[src/hw/regblk_pkg.sv]
package regblk_pkg;

    // Bus geometry
    localparam int DATA_W = 32;
    localparam int STRB_W = DATA_W / 8;
    localparam int OFFS_W = 12;                 // Low address bits that select a register

    // Register map, byte offsets
    localparam logic [OFFS_W-1:0] REG_CONTROL   = 12'h000;
    localparam logic [OFFS_W-1:0] REG_STATUS    = 12'h004;   // RO
    localparam logic [OFFS_W-1:0] REG_CONFIG    = 12'h008;
    localparam logic [OFFS_W-1:0] REG_DEBUG     = 12'h00C;
    localparam logic [OFFS_W-1:0] REG_TX_COUNT  = 12'h010;   // RO
    localparam logic [OFFS_W-1:0] REG_RX_COUNT  = 12'h014;   // RO
    localparam logic [OFFS_W-1:0] REG_FIFO_STAT = 12'h018;   // RO
    localparam logic [OFFS_W-1:0] REG_VERSION   = 12'h01C;   // RO
    localparam logic [OFFS_W-1:0] REG_LED       = 12'h044;

    // AXI response codes
    localparam logic [1:0] RESP_OKAY   = 2'b00;
    localparam logic [1:0] RESP_SLVERR = 2'b10;

    // Bridge error code that turns a legal write into SLVERR
    localparam logic [7:0] STATUS_CRC_ERR = 8'h01;

    // Reset and constant words
    localparam logic [DATA_W-1:0] CONFIG_RESET = 32'h0000_043D;   // Divisor 1085
    localparam logic [DATA_W-1:0] VERSION_WORD = 32'h0001_0000;

    // Field positions
    localparam int CTRL_EN_BIT        = 0;    // Stored control bit
    localparam int CTRL_RST_STATS_BIT = 1;    // Self-clearing strobe, never stored
    localparam int STAT_BUSY_BIT      = 0;
    localparam int STAT_ERR_LSB       = 1;    // Error code occupies bits 8:1

    // Legal strobe patterns and the address bits 1:0 each one needs
    localparam logic [STRB_W-1:0] STRB_BYTE          = 4'b0001;
    localparam logic [1:0]        STRB_BYTE_LSB      = 2'b00;
    localparam logic [STRB_W-1:0] STRB_LOW_HALF      = 4'b0011;
    localparam logic [1:0]        STRB_LOW_HALF_LSB  = 2'b00;
    localparam logic [STRB_W-1:0] STRB_HIGH_HALF     = 4'b1100;
    localparam logic [1:0]        STRB_HIGH_HALF_LSB = 2'b10;
    localparam logic [STRB_W-1:0] STRB_WORD          = 4'b1111;
    localparam logic [1:0]        STRB_WORD_LSB      = 2'b00;

    // Configuration register, seen as baud divisor or as timeout byte
    typedef union packed {
        struct packed {
            logic [15:0] rsvd;
            logic [15:0] baud_div;
        } baud;
        struct packed {
            logic [15:0] rsvd;
            logic [7:0]  timeout;
            logic [7:0]  low_byte;      // Low half of the divisor
        } tmo;
    } config_word_u;

    // True when a word-aligned offset hits a mapped register
    function automatic logic reg_mapped(input logic [OFFS_W-1:0] aligned);
        case (aligned)
            REG_CONTROL, REG_STATUS, REG_CONFIG, REG_DEBUG,
            REG_TX_COUNT, REG_RX_COUNT, REG_FIFO_STAT, REG_VERSION,
            REG_LED: return 1'b1;
            default: return 1'b0;
        endcase
    endfunction

endpackage

[src/hw/axil_channel_fsm.sv]
module axil_channel_fsm (
    input  logic                          clk,
    input  logic                          rst,
    input  logic                          awvalid,
    output logic                          awready,
    input  logic [regblk_pkg::DATA_W-1:0] awaddr,
    input  logic                          wvalid,
    output logic                          wready,
    output logic                          bvalid,
    input  logic                          bready,
    input  logic                          arvalid,
    output logic                          arready,
    input  logic [regblk_pkg::DATA_W-1:0] araddr,
    output logic                          rvalid,
    input  logic                          rready,
    input  logic [7:0]                    error_code,
    output logic                          write_en,
    output logic [regblk_pkg::OFFS_W-1:0] write_offset,
    output logic [regblk_pkg::OFFS_W-1:0] read_offset,
    output logic [7:0]                    write_err_code
);

    import regblk_pkg::*;

    typedef enum logic [1:0] {
        IDLE,
        WRITE_DATA,
        WRITE_RESP,
        READ_DATA
    } chan_state_e;

    chan_state_e state;
    chan_state_e state_next;

    logic aw_hs;
    logic ar_hs;

    // Ready and valid straight from the state
    assign awready = (state == IDLE);
    assign arready = (state == IDLE) && !awvalid;   // Writes win a tie
    assign wready  = (state == WRITE_DATA);
    assign bvalid  = (state == WRITE_RESP);
    assign rvalid  = (state == READ_DATA);

    assign aw_hs    = awvalid && awready;
    assign ar_hs    = arvalid && arready;
    assign write_en = wvalid && wready;             // High for the W handshake cycle

    always_comb begin
        state_next = state;
        case (state)
            IDLE: begin
                if (aw_hs) begin
                    state_next = WRITE_DATA;
                end else if (ar_hs) begin
                    state_next = READ_DATA;
                end
            end
            WRITE_DATA: begin
                if (write_en) begin
                    state_next = WRITE_RESP;
                end
            end
            WRITE_RESP: begin
                if (bready) begin
                    state_next = IDLE;
                end
            end
            READ_DATA: begin
                if (rready) begin
                    state_next = IDLE;
                end
            end
            default: state_next = IDLE;
        endcase
    end

    always_ff @(posedge clk) begin
        if (rst) begin
            state <= IDLE;
        end else begin
            state <= state_next;
        end
    end

    // Address and error code captured at the address handshakes
    always_ff @(posedge clk) begin
        if (aw_hs) begin
            write_offset   <= awaddr[OFFS_W-1:0];
            write_err_code <= error_code;     // Judged later against the CRC code
        end
        if (ar_hs) begin
            read_offset <= araddr[OFFS_W-1:0];
        end
    end

    a_one_response: assert property (@(posedge clk) disable iff (rst)
        !(bvalid && rvalid));

    // Read data is offered until the master takes it
    a_rvalid_hold: assert property (@(posedge clk) disable iff (rst)
        rvalid && !rready |=> rvalid);

endmodule

[src/hw/reg_read_mux.sv]
module reg_read_mux (
    input  logic [regblk_pkg::OFFS_W-1:0] read_offset,
    input  logic                          control_bit,
    input  regblk_pkg::config_word_u      config_word,
    input  logic [3:0]                    debug_mode,
    input  logic [3:0]                    led,
    input  logic                          bridge_busy,
    input  logic [7:0]                    error_code,
    input  logic [15:0]                   tx_count,
    input  logic [15:0]                   rx_count,
    input  logic [7:0]                    fifo_status,
    output logic [regblk_pkg::DATA_W-1:0] rdata,
    output logic [1:0]                    rresp
);

    import regblk_pkg::*;

    logic [OFFS_W-1:0] aligned;
    logic              read_ok;
    logic [DATA_W-1:0] status_word;

    assign aligned = {read_offset[OFFS_W-1:2], 2'b00};

    // Reads must be whole words
    assign read_ok = reg_mapped(aligned) && (read_offset[1:0] == 2'b00);

    always_comb begin
        status_word                            = '0;
        status_word[STAT_BUSY_BIT]             = bridge_busy;
        status_word[STAT_ERR_LSB +: 8]         = error_code;     // Live, not latched
    end

    always_comb begin
        rdata = '0;
        rresp = RESP_OKAY;
        if (!read_ok) begin
            rresp = RESP_SLVERR;
        end else begin
            case (aligned)
                REG_CONTROL: begin
                    rdata[CTRL_EN_BIT] = control_bit;   // Strobe bit always reads 0
                end
                REG_STATUS: begin
                    rdata = status_word;
                end
                REG_CONFIG: begin
                    rdata = config_word;
                end
                REG_DEBUG: begin
                    rdata = DATA_W'(debug_mode);
                end
                REG_TX_COUNT: begin
                    rdata = DATA_W'(tx_count);
                end
                REG_RX_COUNT: begin
                    rdata = DATA_W'(rx_count);
                end
                REG_FIFO_STAT: begin
                    rdata = DATA_W'(fifo_status);
                end
                REG_VERSION: begin
                    rdata = VERSION_WORD;
                end
                REG_LED: begin
                    rdata = DATA_W'(led);
                end
                default: begin
                    rdata = '0;
                end
            endcase
        end
    end

endmodule

[src/hw/reg_write_unit.sv]
module reg_write_unit (
    input  logic                          clk,
    input  logic                          rst,
    input  logic                          soft_reset_request,
    input  logic                          write_en,
    input  logic [regblk_pkg::OFFS_W-1:0] write_offset,
    input  logic [regblk_pkg::DATA_W-1:0] wdata,
    input  logic [regblk_pkg::STRB_W-1:0] wstrb,
    input  logic [7:0]                    write_err_code,
    output logic                          control_bit,
    output regblk_pkg::config_word_u      config_word,
    output logic [3:0]                    debug_mode,
    output logic [3:0]                    led,
    output logic                          bridge_reset_stats,
    output logic [1:0]                    bresp
);

    import regblk_pkg::*;

    logic [OFFS_W-1:0] aligned;
    logic              mapped;
    logic              strb_legal;
    logic [1:0]        strb_lsb;        // Address bits the pattern requires
    logic              strb_fits;
    logic              write_ok;
    logic [DATA_W-1:0] lane_mask;

    logic              sel_ctrl;
    logic              sel_cfg;
    logic              sel_dbg;
    logic              sel_led;

    logic [DATA_W-1:0] ctrl_merged;
    logic [DATA_W-1:0] dbg_merged;
    logic [DATA_W-1:0] led_merged;
    config_word_u      cfg_next;

    function automatic logic [DATA_W-1:0] merge_lanes(input logic [DATA_W-1:0] cur,
                                                      input logic [DATA_W-1:0] data,
                                                      input logic [DATA_W-1:0] mask);
        return (cur & ~mask) | (data & mask);
    endfunction

    assign aligned = {write_offset[OFFS_W-1:2], 2'b00};
    assign mapped  = reg_mapped(aligned);

    // Strobe pattern check and its address requirement
    always_comb begin
        strb_legal = 1'b1;
        strb_lsb   = 2'b00;
        case (wstrb)
            STRB_BYTE:      strb_lsb = STRB_BYTE_LSB;
            STRB_LOW_HALF:  strb_lsb = STRB_LOW_HALF_LSB;
            STRB_HIGH_HALF: strb_lsb = STRB_HIGH_HALF_LSB;
            STRB_WORD:      strb_lsb = STRB_WORD_LSB;
            default:        strb_legal = 1'b0;
        endcase
    end

    assign strb_fits = strb_legal && (write_offset[1:0] == strb_lsb);
    assign write_ok  = mapped && strb_fits;

    always_comb begin
        for (int i = 0; i < STRB_W; i++) begin
            lane_mask[8*i +: 8] = {8{wstrb[i]}};
        end
    end

    // Read-only words match none of these and take no effect
    assign sel_ctrl = write_ok && (aligned == REG_CONTROL);
    assign sel_cfg  = write_ok && (aligned == REG_CONFIG);
    assign sel_dbg  = write_ok && (aligned == REG_DEBUG);
    assign sel_led  = write_ok && (aligned == REG_LED);

    // Merged words, reserved bits dropped when stored
    always_comb begin
        ctrl_merged = merge_lanes(DATA_W'(control_bit), wdata, lane_mask);
        dbg_merged  = merge_lanes(DATA_W'(debug_mode), wdata, lane_mask);
        led_merged  = merge_lanes(DATA_W'(led), wdata, lane_mask);
        cfg_next    = merge_lanes(config_word, wdata, lane_mask);
        cfg_next.baud.rsvd = '0;
    end

    always_ff @(posedge clk) begin
        if (rst) begin
            control_bit        <= 1'b0;
            config_word        <= CONFIG_RESET;
            debug_mode         <= '0;
            led                <= '0;
            bridge_reset_stats <= 1'b0;
            bresp              <= RESP_OKAY;
        end else begin
            bridge_reset_stats <= write_en && sel_ctrl && wstrb[0]
                                  && wdata[CTRL_RST_STATS_BIT];

            // Soft reset overrides a write to the same register
            if (soft_reset_request) begin
                control_bit <= 1'b0;
                debug_mode  <= '0;
            end else if (write_en) begin
                if (sel_ctrl) begin
                    control_bit <= ctrl_merged[CTRL_EN_BIT];
                end
                if (sel_dbg) begin
                    debug_mode <= dbg_merged[3:0];
                end
            end

            if (write_en) begin
                if (sel_cfg) begin
                    config_word <= cfg_next;
                end
                if (sel_led) begin
                    led <= led_merged[3:0];
                end
                if (!write_ok) begin
                    bresp <= RESP_SLVERR;
                end else if (write_err_code == STATUS_CRC_ERR) begin
                    bresp <= RESP_SLVERR;   // Write lands but is reported as failed
                end else begin
                    bresp <= RESP_OKAY;
                end
            end
        end
    end

    // Relies on the channel FSM never granting two W handshakes back to back
    a_stats_pulse: assert property (@(posedge clk) disable iff (rst)
        bridge_reset_stats |=> !bridge_reset_stats);

endmodule

[src/hw/uart_reg_block.sv]
module uart_reg_block (
    input  logic                          clk,
    input  logic                          rst,
    input  logic                          soft_reset_request,

    // AXI4-Lite slave
    input  logic                          awvalid,
    output logic                          awready,
    input  logic [regblk_pkg::DATA_W-1:0] awaddr,
    input  logic                          wvalid,
    output logic                          wready,
    input  logic [regblk_pkg::DATA_W-1:0] wdata,
    input  logic [regblk_pkg::STRB_W-1:0] wstrb,
    output logic                          bvalid,
    input  logic                          bready,
    output logic [1:0]                    bresp,
    input  logic                          arvalid,
    output logic                          arready,
    input  logic [regblk_pkg::DATA_W-1:0] araddr,
    output logic                          rvalid,
    input  logic                          rready,
    output logic [regblk_pkg::DATA_W-1:0] rdata,
    output logic [1:0]                    rresp,

    // Bridge status
    input  logic                          bridge_busy,
    input  logic [7:0]                    error_code,
    input  logic [15:0]                   tx_count,
    input  logic [15:0]                   rx_count,
    input  logic [7:0]                    fifo_status,

    // Bridge control
    output logic                          bridge_reset_stats,
    output logic [15:0]                   baud_div_config,
    output logic [7:0]                    timeout_config,
    output logic [3:0]                    debug_mode,
    output logic [3:0]                    test_led
);

    import regblk_pkg::*;

    logic              write_en;
    logic [OFFS_W-1:0] write_offset;
    logic [OFFS_W-1:0] read_offset;
    logic [7:0]        write_err_code;
    logic              control_bit;
    config_word_u      config_word;

    axil_channel_fsm u_fsm (
        .clk            (clk),
        .rst            (rst),
        .awvalid        (awvalid),
        .awready        (awready),
        .awaddr         (awaddr),
        .wvalid         (wvalid),
        .wready         (wready),
        .bvalid         (bvalid),
        .bready         (bready),
        .arvalid        (arvalid),
        .arready        (arready),
        .araddr         (araddr),
        .rvalid         (rvalid),
        .rready         (rready),
        .error_code     (error_code),
        .write_en       (write_en),
        .write_offset   (write_offset),
        .read_offset    (read_offset),
        .write_err_code (write_err_code)
    );

    reg_write_unit u_write (
        .clk                (clk),
        .rst                (rst),
        .soft_reset_request (soft_reset_request),
        .write_en           (write_en),
        .write_offset       (write_offset),
        .wdata              (wdata),
        .wstrb              (wstrb),
        .write_err_code     (write_err_code),
        .control_bit        (control_bit),
        .config_word        (config_word),
        .debug_mode         (debug_mode),
        .led                (test_led),
        .bridge_reset_stats (bridge_reset_stats),
        .bresp              (bresp)
    );

    reg_read_mux u_read (
        .read_offset (read_offset),
        .control_bit (control_bit),
        .config_word (config_word),
        .debug_mode  (debug_mode),
        .led         (test_led),
        .bridge_busy (bridge_busy),
        .error_code  (error_code),
        .tx_count    (tx_count),
        .rx_count    (rx_count),
        .fifo_status (fifo_status),
        .rdata       (rdata),
        .rresp       (rresp)
    );

    // Both fields come from the one configuration word
    assign baud_div_config = config_word.baud.baud_div;
    assign timeout_config  = config_word.tmo.timeout;   // Overlaps divisor bits 15:8

endmodule

[config.mk]
export PLATFORM = sky130hd
export DESIGN_NAME = uart_reg_block
export DESIGN_NICKNAME = d
export VERILOG_FILES = /design/src/hw/regblk_pkg.sv /design/src/hw/axil_channel_fsm.sv /design/src/hw/reg_read_mux.sv /design/src/hw/reg_write_unit.sv /design/src/hw/uart_reg_block.sv
export SDC_FILE = /design/constraint.sdc
export NUM_CORES = 1
export LEC_CHECK = 0
export BUFFER_PORTS_ARGS = -buffer_cell sky130_fd_sc_hd__buf_2
export CORE_MARGIN = 2
export CORE_UTILIZATION = 32
export DETAILED_ROUTE_END_ITERATION = 8
export SYNTH_ARGS = -nofsm -noshare
export SYNTH_HDL_FRONTEND = slang
export SYNTH_HIERARCHICAL = 1
export SYNTH_SLANG_ARGS = --single-unit
export TNS_END_PERCENT = 20
[constraint.sdc]
create_clock -name clk -period 4.15 [get_ports clk]
set_input_delay 1.245 -clock clk [delete_from_list [all_inputs] [get_ports clk]]
set_output_delay 1.245 -clock clk [all_outputs]
set_load 0.02 [all_outputs]
==> results of run 1 <==
-- power by group through the flow --
stage | sequential (mW) | clock [mW] | combinational (mW)
floorplan | 0.694 | 0 | 0.0994
global placement | 0.697 | 0 | 0.160
detailed placement | 0.698 | 0 | 0.163
CTS | 0.685 | 0.489 | 0.164
global route | 0.687 | 0.519 | 0.180
finish | 0.685 | 0.467 | 0.163
-- logic make-up after synthesis --
group	synth area share
buffers and inverters	0.0996
AO/OA/AOI/OAI	0.208
other	0.00216
AND/OR/NAND/NOR	0.219
flip-flops	0.443
multiplexers	0.0284
-- metrics by stage --
| stage | util | instances | setup slack [ns] | area (um^2) |
|---|---|---|---|---|
| after global routing | 0.415 | 655 | 0.0346 | 4450 |
| final | 0.415 | 655 | 0.220 | 4450 |
| after floorplan | - | 380 | 0.705 | 3540 |
| after global placement | 0.398 | 639 | 0.590 | 4280 |
| after detailed placement | 0.398 | 639 | 0.580 | 4280 |
| after CTS | 0.415 | 655 | 0.202 | 4450 |
-- worst paths after layout --
path	startpoint	end	slack (ns)	cells after the start
worst min register to register	flop	flop	0.49	2
worst max-delay path	u_fsm/read_offset[7]$_DFFE_PP_	rdata[1]	0.22	5
worst min-delay path	flop	flop	0.49	2
worst max register to register	u_fsm/state[0]$_SDFFE_PP0P_	flop	1.93	6
-- worst reg2reg max path, cell delays in order, from the launching register on --
cell and delay, ns:
dfxtp_1 0.49, nor2b_1 0.19, and2_1 0.17, nor4b_4 0.26, o2111a_2 0.55, a21boi_0 0.17, a211o_1 0.29
-- per-layer routing --
metal,GRT usage,vias up,wire (um)
li1,-,1612,-
met1,0.217,1510,4420
met2,0.278,100,4980
met3,0.0579,15,694
met4,0.0604,0,210
met5,0,-,0
-- cell type report --
cell class | instances | area share
tap | 140 | 0.0393
multi-input combinational | 264 | 0.374
sequential | 61 | 0.346
inverter | 4 | 0.00337
clock inverter | 7 | 0.0115
timing repair buffer | 170 | 0.198
clock buffer | 9 | 0.0278
-- placed cells by master, fill, tap and decap left out, drive strengths merged, types with 3 or more instances in the layout --
master and instances:
mux2 4, and3 17, dfxtp 29, nor3b 3, a221oi 6, nand2 21
a211o 9, a22oi 6, nor4b 4, edfxtp 32, nand3b 4, inv 5
nand2b 5, nand3 23, clkbuf 9, mux2i 5, a21boi 5, conb 18
a21oi 37, o211ai 3, a32oi 8, nor3 5, nor2 15, and2 7
nor4 5, clkinv 4, or2 3, o21ai 23, nor2b 8, buf 170
==> results.tsv, run 1 <==
metric	value	unit
status	completed	
cts_hold_buf	0	
wl	10.3	mm
synth-edff-count	32	
cp.required	2.90	ns
clkPwrFrac	0.355	
synth_top_area_share	0.276	
synth_seq_cells	61	
cts_made_buffers	9	
max_stage_delay	0.68	ns
fin_crit_sh	0.947	
ys_seq_area_frac	0.443	
nFillCells	1119	
grt_first_pass_wirelength	15.1	mm
avgSynthCellArea	9.56	um^2
tns	0	ns
grt-ovfl-total	0	
synthCells	364	
vias_per_cell	4.94	
synthTopCellsByArea	edfxtp_1 (28%), dfxtp_1 (17%), buf_4 (5.6%), a21oi_1 (5.3%), nand3_1 (3.3%)	
synth_flop_cell	edfxtp_1	
cts_resized	0	
max_freq	254	MHz
h-tree-depth	3	
drive_gt1_frac	0.414	
io_buffers	157	
synthToLayoutAreaGrowth	28.0	%
final_hold_viol_count	0	
cts.sinks	61	
clock_latency	0.35	ns
synth_cell_type_count	60	
finalClockSkew	0.00607	ns
cp_slowest_cell	or4_1	
synthTopCellsByCount	a21oi_1 (37), edfxtp_1 (32), dfxtp_1 (29)	
rows	38	
num_antenna_cells	0	
drv_slew	0	
wl_per_cell	15.7	um
cts_tree	done	
internal_power	0.958	mW
initial_core_util	0.324	
p_per_area	295	nW/um^2
path_cells	or4_1 -> or3_1 -> or3_1 -> a31oi_1 -> buf_2	
crit_type	reg2out	
synth_largest_area_cell	edfxtp_1	
critPathArrivalTime	2.69	ns
coreArea	10700	um^2
hold_path_class	reg2reg	
path_clk_slew	0.07	ns
endpoint_kind	output port	
place_congestion	0.843	
p_sw	0.357	mW
slew_headroom	0.391	
power_frac_comb	0.124	
cts_root_buf	clkbuf_8	
tightest_slew	0.913	ns
grt_max_degree	30	
final_nets	667	
clockBufferDepth	2	
total_power	1.31	mW
antenna_found_initial	0	
regArea	1540	um^2
rsz0062_at_grt	false	
syn_area	3480	um^2
finalSetupViolations	0	
ioPinCount	231	
seqPwrFrac	0.521	
period_minus_slack	3.93	ns
drc	0	
crit_buf_inv	1	
antenna_left	0	
leakage	1.83	nW
first_global_vias	2883	
whs	0.491	ns
crit_family	simple AND/OR/NAND/NOR gates	
max-cap-violations	0	
die_y	108	um
hpwl	8.11	mm
async_flop_share	0	
initialDrtViolationCount	129	
vias	3237	
path_max_fanout	6	
crit_top_cell	or3_1	
sw_frac_of_total	0.272	
drt_first_pass_iters	4	
die_area	11700	um^2
synth.most_common_cell	a21oi_1	
multi_input_area	1660	um^2
post-cts-setup-buffers	0	
die_width	108	um
ir_drop	224	uV
yosysWarnings	6	
grt_usage	0.173	
worstSetupStartpointType	flop	
Note: power is estimated with default switching activity, not from simulation.
==> run 2: changes to the inputs <==
==> constraint.sdc (replaced) <==
create_clock -name clk -period 4.15 [get_ports clk]
set_input_delay 1.245 -clock clk [delete_from_list [all_inputs] [get_ports clk]]
set_output_delay 1.245 -clock clk [all_outputs]
set_load 0.05 [all_outputs]
==> run 2 against run 1 <==
Compared with the run above:
- critical endpoint unchanged
- power is 9.3% higher
- critical path type unchanged
- flip-flop and latch count unchanged
- wire length increased by 2.2%
==> results.tsv, run 2 (synthesized netlist as in run 1, its figures left out) <==
metric	value	unit	change
clockBufferDepth	2		unchanged
multi_input_area	1670	um^2	+0.38%
initial_core_util	0.324		unchanged
wl_per_cell	16.0	um	+1.6%
drc	0		unchanged
num_antenna_cells	0		unchanged
drive_gt1_frac	0.416		+0.00259
drt_first_pass_iters	4		unchanged
synthToLayoutAreaGrowth	30.1	%	
die_area	11700	um^2	unchanged
grt_usage	0.179		+0.00610
finalInstanceArea	4530	um^2	+1.6%
finalClockSkew	0.0114	ns	+0.00530 ns
drv_slew	0		unchanged
antenna_found_initial	0		unchanged
die_y	108	um	unchanged
final_util	0.421		+0.00675
crit_type	reg2out		
io_buffers	157		unchanged
rrSetupSlack	1.93	ns	about the same
clock_latency	0.35	ns	about the same
final_nets	671		+0.60%
leakage	1.87	nW	+2.4%
hold_path_class	reg2reg		
final_hold_viol_count	0		unchanged
grt_max_degree	27		-10%
antenna_left	0		unchanged
cts_made_buffers	9		unchanged
rows	38		unchanged
initialDrtViolationCount	215		+67%
worstSetupStartpointType	flop		
hpwl	8.11	mm	about the same
p_per_area	318	nW/um^2	+7.6%
r2r_cells	6		unchanged
fin_crit_sh	0.966		+0.0193
vias_per_cell	5.07		+2.5%
place_congestion	0.807		-4.2%
hold-path-cell-count	2		unchanged
total_power	1.44	mW	+9.3%
rsz0062_at_grt	false		
coreArea	10700	um^2	unchanged
layout_commonest_cell	buf_2		
fin_ws	0.140	ns	-0.0801 ns
status	completed		
r2r_start	u_fsm/state[0]$_SDFFE_PP0P_		
nFillCells	1084		-3.1%
dp_slack	0.481	ns	-0.0990 ns
path_clk_slew	0.07	ns	about the same
critPathArrivalTime	2.77	ns	+0.08 ns
endpoint_kind	output port		
cp.required	2.90	ns	about the same
tightest_slew	0.960	ns	+0.0466 ns
finalSetupViolations	0		unchanged
regArea	1540	um^2	unchanged
max_freq	249	MHz	-2.0%
ioPinCount	231		unchanged
h-tree-depth	3		unchanged
grt-ovfl-total	0		unchanged
placed_cell_area	4290	um^2	+0.15%
vias	3339		+3.2%
slew_headroom	0.360		-0.0311
tns	0	ns	unchanged
final_cell_mix	buf_2 (157), a21oi_1 (37), edfxtp_1 (32)		
max-cap-violations	0		unchanged
die_width	108	um	unchanged
wl	10.5	mm	+2.2%
cts_root_buf	clkbuf_8		
path_max_fanout	6		unchanged
period_minus_slack	4.01	ns	+0.0801 ns
ir_drop	239	uV	+6.8%
grt_first_pass_wirelength	16.0	mm	+6.0%
cts_tree	done		
cts.sinks	61		unchanged
first_global_vias	3142		+9.0%
-- run 2: worst max path at each step --
| stage | to | slack (ns) | cells after the start | from |
|---|---|---|---|---|
| after floorplan | rdata[0] | 0.13 | 4 | fifo_status[0] |
| after global placement | rdata[8] | 0.47 | 6 | u_fsm/read_offset[7]$_DFFE_PP_ |
| after detailed placement | rdata[8] | 0.48 | 6 | u_fsm/read_offset[7]$_DFFE_PP_ |
| after CTS | rdata[8] | 0.08 | 6 | u_fsm/read_offset[7]$_DFFE_PP_ |
| after global routing | rdata[15] | 0.03 | 5 | u_fsm/read_offset[6]$_DFFE_PP_ |
| final | rdata[1] | 0.14 | 5 | u_fsm/read_offset[7]$_DFFE_PP_ |
-- run 2: layout make-up --
| cell class | instances | area share |
|---|---|---|
| multi-input cells | 264 | 0.369 |
| well taps | 140 | 0.0387 |
| repair buffers | 174 | 0.202 |
| inverters | 4 | 0.00332 |
| clock inverters | 3 | 0.00912 |
| clock buffers | 13 | 0.0376 |
| flip-flops and latches | 61 | 0.341 |
-- run 2: critical path, cell delays in order (launching register included) --
cell      delay [ns]
edfxtp_1        0.35
or4_1           0.68
or3_1           0.50
or3_1           0.38
a31oi_1         0.20
buf_2           0.30
-- run 2: metal layers --
metal	GRT usage	up-vias	wire length (um)
met5	0	-	0
met4	0.0687	0	212
met2	0.286	151	4940
met1	0.231	1541	4530
met3	0.0476	21	850
li1	-	1626	-
-- run 2: what timing repair did --
action                                  4_1_cts  5_1_grt
buffers inserted                              0        4
hold endpoints to repair                      0        0
hold buffers                                  0        0
gates resized for setup                       0        0
endpoints found under the setup margin        0       10
-- run 2: through the flow --
step | hold WS [ns] | cells
after floorplan | 0.448 | 380
after global placement | 0.475 | 639
after detailed placement | 0.485 | 639
after CTS | 0.496 | 655
after global routing | 0.530 | 659
final | 0.494 | 659
-- run 2: report_power, final --
group	internal (mW)	total, mW	switching [mW]
Sequential	0.667	0.686	0.0194
Clock	0.330	0.568	0.238
Combinational	0.0748	0.183	0.109
Total	1.07	1.44	0.366
==> run 3: changes to the inputs <==
--- a/config.mk
+++ b/config.mk
@@ -5,10 +5,10 @@
 export SDC_FILE = /design/constraint.sdc
 export NUM_CORES = 1
 export LEC_CHECK = 0
-export BUFFER_PORTS_ARGS = -buffer_cell sky130_fd_sc_hd__buf_2
 export CORE_MARGIN = 2
 export CORE_UTILIZATION = 32
 export DETAILED_ROUTE_END_ITERATION = 8
+export DONT_BUFFER_PORTS = 1
 export SYNTH_ARGS = -nofsm -noshare
 export SYNTH_HDL_FRONTEND = slang
 export SYNTH_HIERARCHICAL = 1
==> run 3 against run 2 <==
Compared with the run above:
- core utilization down 5.4 points
- clock-buffer cell count grew 1
- sequential share of layout area up 5.0 points
- global-route usage fell by 0.90 points
- non-clock buffer count shrank 131
- power down 5.6%
- highest routed layer unchanged
- sequential power is essentially flat
- setup slack better by 0.080 ns
- die area is the same
- register-to-register slack got worse by 0.25 ns
- combinational power decreased by 33%
==> results.tsv, run 3 (synthesized netlist as in run 1, its figures left out) <==
metric	value	unit	change
finalSetupViolations	0		unchanged
cts_tree	done		
io_buffers	0		-100%
antenna_found_initial	1		+1
max_stage_delay	0.68	ns	about the same
post-cts-setup-buffers	0		unchanged
h-tree-depth	3		unchanged
path_clk_slew	0.07	ns	about the same
p_per_area	343	nW/um^2	+8.2%
wl	10.3	mm	-2.4%
cp_slowest_cell	or4_1		
slew_headroom	0.297		-0.0637
clkPwrFrac	0.402		+0.007
grt_max_degree	30		+11%
synthToLayoutAreaGrowth	13.5	%	
fin_crit_sh	0.947		-0.0194
clockBufferDepth	2		unchanged
first_global_vias	2693		-14%
endpoint_kind	output port		
die_width	108	um	unchanged
crit_type	reg2out		
cts_made_buffers	9		unchanged
internal_power	1.01	mW	-5.9%
path_depth	5		unchanged
grt-ovfl-total	0		unchanged
initialDrtViolationCount	167		-22%
path_cells	or4_1 -> or3_1 -> or3_1 -> a31oi_1 -> buf_4		
initial_core_util	0.324		unchanged
die_y	108	um	unchanged
crit_family	simple AND/OR/NAND/NOR gates		
drt_first_pass_iters	5		+1
rrSetupSlack	1.68	ns	-0.25 ns
drc	0		unchanged
crit_buf_inv	1		unchanged
antenna_left	0		unchanged
rsz0062_at_grt	false		
hpwl	7.88	mm	-2.8%
cts_hold_buf	0		unchanged
final_util	0.368		-0.0537
grt_first_pass_wirelength	14.8	mm	-7.8%
die_area	11700	um^2	unchanged
cp.required	2.90	ns	about the same
sw_frac_of_total	0.256		+0.00198
path_max_fanout	6		unchanged
rows	38		unchanged
tightest_slew	1.05	ns	+0.0941 ns
instances_no_fill	529		-20%
finalClockSkew	0.0131	ns	+0.00176 ns
cts.sinks	61		unchanged
ir_drop	192	uV	-20%
crit_top_cell	or3_1		
layout_commonest_cell	buf_4		
max_freq	254	MHz	+2.0%
clock_latency	0.34	ns	about the same
grt_usage	0.170		-0.00904
endpoint	rdata[1]		
place_inst	508		-21%
drive_gt1_frac	0.229		-0.187
period_minus_slack	3.93	ns	-0.0805 ns
wl_per_cell	19.4	um	+22%
tns	0	ns	unchanged
vias	2905		-13%
final_nets	540		-20%
coreArea	10700	um^2	unchanged
power_frac_comb	0.091		-0.037
vias_per_cell	5.49		+8.4%
hold_path_class	reg2reg		
max-cap-violations	0		unchanged
final_cell_mix	buf_4 (43), a21oi_1 (37), edfxtp_1 (32)		
p_sw	0.348	mW	-4.9%
cts_resized	0		unchanged
r2r_start	u_fsm/state[0]$_SDFFE_PP0P_		
ioPinCount	231		unchanged
cts_root_buf	clkbuf_8		
leakage	1.33	nW	-29%
startpoint	u_fsm/read_offset[7]$_DFFE_PP_		
critPathArrivalTime	2.68	ns	-0.09 ns
hold-path-cell-count	2		unchanged
seqPwrFrac	0.507		+0.030
place_congestion	0.807		about the same
drv_slew	0		unchanged
r2r_cells	7		+1
worstSetupStartpointType	flop		
final_hold_viol_count	0		unchanged
status	completed		
==> run 3: cell types whose count changed in the layout (fill, tap and decap cells not counted), sizes merged <==
cell / previous run / this run
buf: 174 / 43
bufinv: 1 / 0
clkbuf: 13 / 14
clkinv: 1 / 2
diode: 0 / 1
inv: 5 / 4
==> run 3: worst min-delay path, stage by stage, from the launching register on <==
cell     delay (ns)
dfxtp_1        0.32
o21ai_0        0.07
a21oi_1        0.06
==> run 3: through the flow <==
stage          total power, mW  area [um^2]  hold WS, ns  worst slack [ns]
2_1_floorplan            0.812         3550        0.448             0.132
3_3_place_gp             0.820         3710        0.472             0.537
3_5_place_dp             0.824         3710        0.490             0.532
4_1_cts                   1.37         3920        0.500             0.141
5_1_grt                   1.40         3950        0.532             0.109
6_report                  1.36         3950        0.499             0.220
==> run 3: layer usage <==
metal / track usage / part of all wire
met1: 0.207 / 0.41
met2: 0.272 / 0.47
met3: 0.0591 / 0.094
met4: 0.0742 / 0.023
met5: 0 / 0
==> run 3: worst min path at each step <==
stage           end  slack, ns
6_report       flop       0.50
5_1_grt        flop       0.53
2_1_floorplan  flop       0.45
3_5_place_dp   flop       0.49
4_1_cts        flop       0.50
3_3_place_gp   flop       0.47
==> run 3: power groups by stage <==
stage               combinational (mW)  sequential (mW)  clock (mW)
detailed placement               0.123            0.701           0
finish                           0.123            0.688       0.546
CTS                              0.123            0.688       0.563
floorplan                        0.116            0.696           0
global placement                 0.120            0.700           0
global route                     0.134            0.691       0.579
==> run 3: layout make-up <==
type	instances	area, um^2
Tap cell	140	175
Antenna cell	1	2.50
Timing Repair Buffer	43	323
Sequential cell	61	1540
Fill cell	1111	6800
Inverter	4	15.0
Clock inverter	2	13.8
Clock buffer	14	194
Multi-Input combinational cell	264	1690
